### src/design/led_matrix_pkg.sv
`default_nettype none

package led_matrix_pkg;

    parameter int BRIGHTNESS_LEVELS = 5;  // bit-planes per colour channel
    parameter int BYTES_PER_PIXEL = 2;
    parameter int ROW_ADDR_WIDTH = 4;     // A..D lines on the panel

    // one stored pixel, rgb555 with a spare top bit
    typedef struct packed {
        logic       unused;
        logic [4:0] red;
        logic [4:0] green;
        logic [4:0] blue;
    } pixel_t;

    // same column, upper and lower half of the panel
    typedef struct packed {
        pixel_t top;
        pixel_t bottom;
    } pixel_pair_t;

    // blue lands on bit 0
    typedef struct packed {
        logic red;
        logic green;
        logic blue;
    } rgb_t;

    typedef struct packed {
        rgb_t                      rgb1;
        rgb_t                      rgb2;
        logic                      clk_pixel;
        logic                      row_latch;
        logic                      output_enable;  // active high, panel pin is inverted
        logic [ROW_ADDR_WIDTH-1:0] row_address;
    } panel_lines_t;

    typedef enum logic [7:0] {
        CMD_BRIGHTNESS = 8'h42,  // 'B' + plane mask byte
        CMD_RGB_ENABLE = 8'h43,  // 'C' + channel mask byte
        CMD_FRAME      = 8'h46   // 'F' + whole frame
    } ctrl_cmd_e;

    typedef logic [2:0] plane_t;

endpackage

`default_nettype wire

### src/design/matrix_scan.sv
`timescale 1ns/10ps
`default_nettype none

module matrix_scan import led_matrix_pkg::*; #(
    parameter int PIXEL_WIDTH = 64,
    parameter int PIXEL_HEIGHT = 32,
    parameter int ON_UNIT = 32,
    localparam int COL_W = $clog2(PIXEL_WIDTH),
    localparam int ROW_W = $clog2(PIXEL_HEIGHT / 2)
) (
    input  wire logic                      clk_in,
    input  wire logic                      rst_n,
    output logic                           load_strobe,
    output logic      [COL_W-1:0]          column,
    output logic      [ROW_W-1:0]          row,
    output plane_t                         plane,
    output logic                           clk_pixel,
    output logic                           row_latch,
    output logic                           output_enable,
    output logic      [ROW_ADDR_WIDTH-1:0] row_address
);

    typedef enum logic [2:0] {LOAD, WAIT, SHIFT, LATCH, DISPLAY, BLANK} scan_state_e;

    localparam int ON_W = $clog2((ON_UNIT << (BRIGHTNESS_LEVELS - 1)) + 1);
    localparam logic [COL_W-1:0] LAST_COL = COL_W'(PIXEL_WIDTH - 1);
    localparam logic [ROW_W-1:0] LAST_ROW = ROW_W'(PIXEL_HEIGHT / 2 - 1);
    localparam plane_t LAST_PLANE = plane_t'(BRIGHTNESS_LEVELS - 1);

    scan_state_e     state;
    logic [ON_W-1:0] timer;  // wait count up, on-time count down
    logic [ON_W-1:0] on_time;

    assign on_time = ON_W'(ON_UNIT) << plane;  // binary code modulation weight

    assign load_strobe   = state == LOAD;
    assign clk_pixel     = state == SHIFT;
    assign row_latch     = state == LATCH;
    assign output_enable = state == DISPLAY;

    always_ff @(posedge clk_in) begin
        if (!rst_n) begin
            state       <= LOAD;
            timer       <= '0;
            column      <= '0;
            row         <= '0;
            plane       <= '0;
            row_address <= '0;
        end else begin
            case (state)
                LOAD: begin
                    timer <= '0;
                    state <= WAIT;
                end
                WAIT: begin
                    // two cycles for the pixel pair to arrive
                    if (timer == ON_W'(1)) state <= SHIFT;
                    else timer <= timer + 1'b1;
                end
                SHIFT: begin
                    if (column == LAST_COL) begin
                        column <= '0;
                        state  <= LATCH;
                    end else begin
                        column <= column + 1'b1;
                        state  <= LOAD;
                    end
                end
                LATCH: begin
                    row_address <= ROW_ADDR_WIDTH'(row);
                    timer       <= on_time - 1'b1;
                    state       <= DISPLAY;
                end
                DISPLAY: begin
                    if (timer == '0) state <= BLANK;
                    else timer <= timer - 1'b1;
                end
                BLANK: begin
                    state <= LOAD;
                    if (plane == LAST_PLANE) begin
                        plane <= '0;
                        row   <= (row == LAST_ROW) ? '0 : row + 1'b1;
                    end else plane <= plane + 1'b1;
                end
                default: state <= LOAD;
            endcase
        end
    end

    // latch first, then the display window opens on the next cycle
    a_latch_before_oe: assert property (@(posedge clk_in) disable iff (!rst_n)
        row_latch |-> !output_enable ##1 output_enable);

    a_no_shift_in_display: assert property (@(posedge clk_in) disable iff (!rst_n)
        state == DISPLAY |-> !clk_pixel);

endmodule

`default_nettype wire

### config.mk
export PLATFORM = sky130hd
export DESIGN_NAME = matrix_scan
export DESIGN_NICKNAME = d
export VERILOG_FILES = /design/src/design/led_matrix_pkg.sv /design/src/design/matrix_scan.sv
export SDC_FILE = /design/constraint.sdc
export NUM_CORES = 1
export LEC_CHECK = 0
export ABC_AREA = 1
export BUFFER_PORTS_ARGS = -buffer_cell sky130_fd_sc_hd__buf_4
export CORE_MARGIN = 2
export CORE_UTILIZATION = 50
export DETAILED_ROUTE_END_ITERATION = 6
export PLACE_DENSITY = 0.82
export RECOVER_POWER = 50
export SETUP_SLACK_MARGIN = 0.5
export SYNTH_ARGS = -nofsm -noshare
export SYNTH_HDL_FRONTEND = slang
export SYNTH_SLANG_ARGS = --single-unit
### constraint.sdc
create_clock -name clk_in -period 2.31 [get_ports clk_in]
set_input_delay 0.231 -clock clk_in [delete_from_list [all_inputs] [get_ports clk_in]]
set_output_delay 0.231 -clock clk_in [all_outputs]
set_load 0.1 [all_outputs]
==> key figures, run 1 <==
Cells and area
  – Final core occ: 61.2%
  – Post-layout nets: 340
  – Layout fillers: 375
  – Ant. Diodes: 0
  – Area growth syn-to-layout: 15.5%
  – Layout cells sized above 1: 14.3%

Placed design
  – Final HPWL DP: 3260 µm
  – Placer congestion estimate: 0.907
  – I/O Buffers: 22

Power and ir drop
  – Sequential share of power: 36.3%
  – Clk pwr share: 27.1%
  – Sw Share: 42.5%
  – Internal power: 0.000952 W
  – Leak Pwr: 0.929 nW
  – Comb power frac: 36.6%
  – Sw Pwr: 0.000705 W
  – Pwr dens: 729 nW/µm²
  – Maximum VDD drop: 0.582 mV

Run status
  – Status: completed

Yosys
  – Syn nets: 313
  – Register area share after synthesis: 30.5%
  – Gate Count Post-Synth: 300
  – Synth unique cells: 34
  – Post-synth EDFFs: 0
  – Yosys Warn Count: 0
  – Top FF cell, synth: dfxtp_1
  – Fraction of registers with async set or reset after synthesis: 0%
  – Mean Syn Cell Area: 6.56 µm²
  – Register bit total from synthesis: 30
  – Mapped cell area: 1970 µm²

Critical path
  – Critical path data arrival time: 1590 ps
  – CP Cell Sequence: clkbuf_1
  – Reg-to-Reg End: timer[3]
  – CP Capture Type: output port
  – Startpoint Class: flop
  – Crit-path leading delay family: buffers and inverters
  – Worst R2R Path Depth: 8
  – Crit path buf inv count: 1
  – Worst R2R Start: state[0]
  – Crit path kind: reg2out
  – Crit-path max FO: 6
  – CP max-delay cell: clkbuf_1
  – Worst Path Required: 2080 ps
  – Max stage delay on crit path: 890 ps
  – Reg-to-reg slack, setup: 630 ps

Floorplanning
  – Horiz. Die Dim: 66.8 µm
  – Initial Util: 53.0%
  – Rows: 22
  – Die area: 4460 µm²
  – DIE HEIGHT: 66.8 µm
  – Io pins: 23
  – Core ar.: 3720 µm²

Clock network
  – CTS tree: built
  – Clk pin slew, worst setup/hold paths: 70 ps
  – CTS Buf Count: 5
  – Root Buffer: clkbuf_8
  – Clk buf depth: 2
  – H-tree level count: 2
  – Clk_lat worst skew: 290 ps
  – CTS Sinks: 30

Drt
  – Post-Route WL: 4630 µm
  – Vias: 2030
  – DR pass1 iterations: 4
  – Detail Route Antenna Nets: 0
  – Wirelength per Cell: 12.3 µm
  – Drt first-iter violations: 191
  – Vias/cell: 5.40
  – Post-route DRC: 0

Timing
  – Clock Skews: 4.67 ps
  – F_max: 0.549 GHz
  – Fin. Hold Viols: 0
  – Final Cycle Share: 78.9%
  – Final min period: 1820 ps
  – Max-slew headroom: 21.8%
  – RSZ-0062 raised after global routing: false
  – Final setup viols: 0
  – Worst slew pin tran: 1180 ps
  – Final Max Tran Viols: 0
  – Setup TNS: 0 ps

GRT
  – Number of global-route vias before repair: 1832
  – First-pass GRT wire length: 8140 µm
  – Grt total ovfl: 0
  – Initial antenna violation count: 0
  – Largest net degree at the start of global routing: 16
  – Total GRT Usage: 23.7%

Min path
  – Worst Hold Launch: rst_n
  – Hold Path Class: in2reg
  – Hold Path Sink: row[2]
  – Depth of the worst hold-timing path: 3

Job
  – Max cap viols: 0
[worst reg2reg max path: stages, from the launching register on]
cell	delay (ps)
dfxtp_1	470
nand2_1	230
nor2_4	290
inv_1	170
nor2_1	120
o21ai_0	80
nand3_1	90
nand2_1	60
a21oi_2	100
[power by group through the flow]
stage / combinational, W / sequential [W] / clock, W
after global placement: 0.000571 / 0.000612 / 0
after CTS: 0.000586 / 0.000602 / 0.000456
after floorplan: 0.000409 / 0.000682 / 0
after detailed placement: 0.000582 / 0.000613 / 0
after global routing: 0.000669 / 0.000608 / 0.000481
final: 0.000606 / 0.000602 / 0.000449
[registers in the layout (all words and copies together), names as in the netlist]
register,flops
timer,10
column,6
row,4
row_address,4
plane,3
state,3
[metal layers]
metal	up-vias	global-route usage, %	wire length (µm)
met4	0	6.89	81
met1	913	31.7	2100
met3	9	4.90	304
li1	1044	-	-
met5	-	0	0
met2	64	38.5	2140
[Yosys cell counts, types with 2 or more instances]
master    number  area share [%]
a211oi_1       2            0.76
a21oi_1       17             4.3
a21oi_2        4             1.8
buf_2          2            0.51
dfxtp_1       30              30
ha_1          11             7.0
inv_1         31             5.9
inv_2          5            0.95
nand2_1       73              14
nand3_1       34             8.6
nand4_1        5             1.6
nor2_1        36             6.9
nor2_2         3            0.95
nor2_4         2             1.1
nor3_1         4             1.0
nor3b_1        2            0.76
o21ai_0       21             5.3
xor2_1         2            0.89
[area by class of cell]
class | instances | area (µm²) | share of cell area [%]
clock buffer | 6 | 82.6 | 3.63
clock inverter | 2 | 12.5 | 0.550
inverter | 36 | 138 | 6.05
multi-input combinational | 230 | 1240 | 54.6
sequential | 30 | 616 | 27.1
tap | 48 | 60.1 | 2.64
timing repair buffer | 24 | 124 | 5.45
[cell usage in the layout, fill, tap and decap left out, types with 2 or more instances in the layout]
cell	n
buf_6	2
o21ai_1	2
o21ai_0	19
a21oi_1	17
nand4_1	5
nor3_1	4
nor2_2	4
nand3_1	34
a21oi_2	4
xor2_1	2
dfxtp_1	24
buf_4	5
a211oi_1	2
nor3b_1	2
nor2_1	34
dfxtp_2	3
inv_1	31
clkbuf_1	17
nand2_2	2
inv_2	4
ha_1	9
dfxtp_4	3
clkbuf_8	6
nand2_1	72
nor2_4	4
ha_2	2
[cells by family after synthesis]
family	Yosys count	synth area share, %
fa+ha+maj	11	6.99
simple gates	167	39.2
flops	30	30.5
buf+inv	41	8.32
xor+xnor	3	1.33
compound gates	48	13.7
[timing repair]
action                     CTS  global route
gates cloned                 0             1
pin swaps                    0             2
buffers inserted             0             2
setup endpoints to repair    1            12
hold buffers                 0             0
resized for setup            1            11
[through the flow]
step                      setup WS [ps]  cell area [µm²]  total power, W  std cells  hold WS [ps]
after floorplan                     300             1990         0.00109        300           369
after global placement              523             2190         0.00118        365           489
after detailed placement            534             2190         0.00119        365           493
after CTS                           525             2290         0.00164        373           256
after global routing                437             2270         0.00176        376           272
final                               488             2270         0.00166        376           258
[how the worst max path moves through the flow]
stage,start,endpoint,depth (start not counted)
2_1_floorplan,state[1],column[5],7
3_3_place_gp,state[0],timer[6],7
3_5_place_dp,state[0],timer[6],7
4_1_cts,state[0],row_latch,3
5_1_grt,row[0],row[0],1
6_report,row[0],row[0],1
No activity file was read; power rests on OpenSTA's default activity.
==> inputs of run 2 (changes only) <==
clock period = 1.89 ns   (was 2.31 ns; I/O delays follow)
==> run 2 against run 1 <==
Against the previous run: global-route usage rose by 4.3 points; core utilization grew 15 points; critical path type is now reg2reg; critical endpoint is now timer[9]; sequential share of layout area down 4.5 points; largest power group unchanged.
==> key figures, run 2 (synthesis results as in run 1) <==
Timing
  – Final setup viols: 0
  – Final min period: 1730 ps
  – Worst slew pin tran: 614 ps
  – Fin. Hold Viols: 0
  – Final Cycle Share: 91.3%
  – Clock Skews: 7.46 ps
  – Max-slew headroom: 59.0%
  – F_max: 0.579 GHz
  – Setup ws final: 164 ps
  – RSZ-0062 raised after global routing: true
  – Final Max Tran Viols: 0

Placed design
  – Placed insts: 368
  – Placed inst area: 2250 µm²
  – I/O Buffers: 22
  – DP Worst Slack: 130 ps
  – Placer congestion estimate: 0.852
  – Final HPWL DP: 3450 µm

Cells and area
  – Layout cells sized above 1: 38.8%
  – Post-Layout Cell Count: 406
  – Biggest regs: timer x10, column x6
  – Register with the most flip-flops: timer
  – Max reg flops: 10
  – Final core occ: 76.7%
  – Most common cell after layout, fill and taps aside: nand2_1
  – Finished Cell Area: 2850 µm²
  – Area growth syn-to-layout: 44.7%
  – Area of the multi-input gates: 1490 µm²
  – Post-layout nets: 370
  – Register area: 644 µm²
  – Layout fillers: 274
  – Commonest cells after routing, fill and taps aside: nand2_1, nand3_1, buf_4
  – Ant. Diodes: 0

GRT
  – Largest net degree at the start of global routing: 16
  – Number of global-route vias before repair: 2160
  – Grt total ovfl: 0
  – First-pass GRT wire length: 9450 µm
  – Initial antenna violation count: 0
  – Total GRT Usage: 28.0%

Min path
  – Depth of the worst hold-timing path: 3
  – Worst Hold Launch: rst_n
  – Hold Path Class: in2reg

Floorplanning
  – Core ar.: 3720 µm²
  – Die area: 4460 µm²
  – Initial Util: 53.0%
  – Rows: 22
  – Horiz. Die Dim: 66.8 µm
  – Io pins: 23
  – DIE HEIGHT: 66.8 µm

Drt
  – Wirelength per Cell: 16.6 µm
  – Drt first-iter violations: 340
  – DR pass1 iterations: 5
  – Vias: 2414
  – Post-route DRC: 0
  – Detail Route Antenna Nets: 0
  – Post-Route WL: 6740 µm
  – Vias/cell: 5.95

Clock network
  – Root Buffer: clkbuf_8
  – Clk_lat worst skew: 290 ps
  – CTS Buf Count: 5
  – Clk pin slew, worst setup/hold paths: 70 ps
  – CTS Sinks: 30
  – Clk buf depth: 2
  – CTS tree: built
  – H-tree level count: 2

Critical path
  – Worst Path Required: 2040 ps
  – Crit-path max FO: 8
  – Crit path from: state[2]
  – CP Capture Type: flop
  – Critical path data arrival time: 1880 ps
  – Worst R2R Path Depth: 10
  – Reg-to-reg slack, setup: 160 ps
  – Crit path kind: reg2reg
  – Worst R2R Start: state[2]
  – Startpoint Class: flop

Power and ir drop
  – Maximum VDD drop: 0.673 mV
  – Leak Pwr: 1.21 nW
  – Pwr dens: 848 nW/µm²

Run status
  – Status: completed

Job
  – Max cap viols: 0
run 2: path summary, 6_finish.rpt:
kind / endpoint
worst max-delay path: timer[9]
worst min-delay path: row[2]
worst max register to register: timer[9]
worst min register to register: row[2]
run 2: critical path, stage by stage, from the launching register on:
cell and delay, ps:
dfxtp_1 510, inv_4 80, nand2_4 110, nor2_4 50, buf_4 130, inv_1 270, nor2_1 100, nand2_1 100
nand3_2 70, nand2_2 90, a21oi_2 70
run 2: metal layers:
metal  part of all wire (%)  global-route usage (%)  vias up  wire (µm)
met4                    4.9                    17.9        0        332
met2                     50                    47.9      129       3390
met3                    7.1                    4.05       43        477
met5                      0                       0        -          0
li1                       -                       -     1107          -
met1                     38                    32.4     1135       2540
run 2: where the power goes:
group	internal (W)	total, W	switching (W)	leakage (nW)
sequential	0.000681	0.000754	0.0000733	0.254
clock	0.000294	0.000554	0.000260	0.0482
combinational	0.000386	0.00111	0.000724	0.909
run 2: cell type report:
type	instances	share of cell area (%)
inverter	36	5.36
multi-input combinational	231	52.2
tap	48	2.11
timing repair buffer	53	14.5
clock buffer	7	3.03
clock inverter	1	0.176
sequential	30	22.6
run 2: repair_timing:
| action | in CTS | in global routing |
|---|---|---|
| gates resized for setup | 56 | 33 |
| buffers inserted | 13 | 15 |
| setup endpoints to repair | 19 | 20 |
| pin swaps | 13 | 26 |
| hold buffers | 0 | 0 |
| gates cloned | 2 | 0 |
run 2: stage by stage:
step / hold WS [ps] / setup TNS (ps) / power (W)
2_1_floorplan: 327 / -209 / 0.00134
3_3_place_gp: 489 / 0 / 0.00146
3_5_place_dp: 496 / 0 / 0.00147
4_1_cts: 212 / 0 / 0.00220
5_1_grt: 235 / 0 / 0.00251
6_report: 209 / 0 / 0.00242
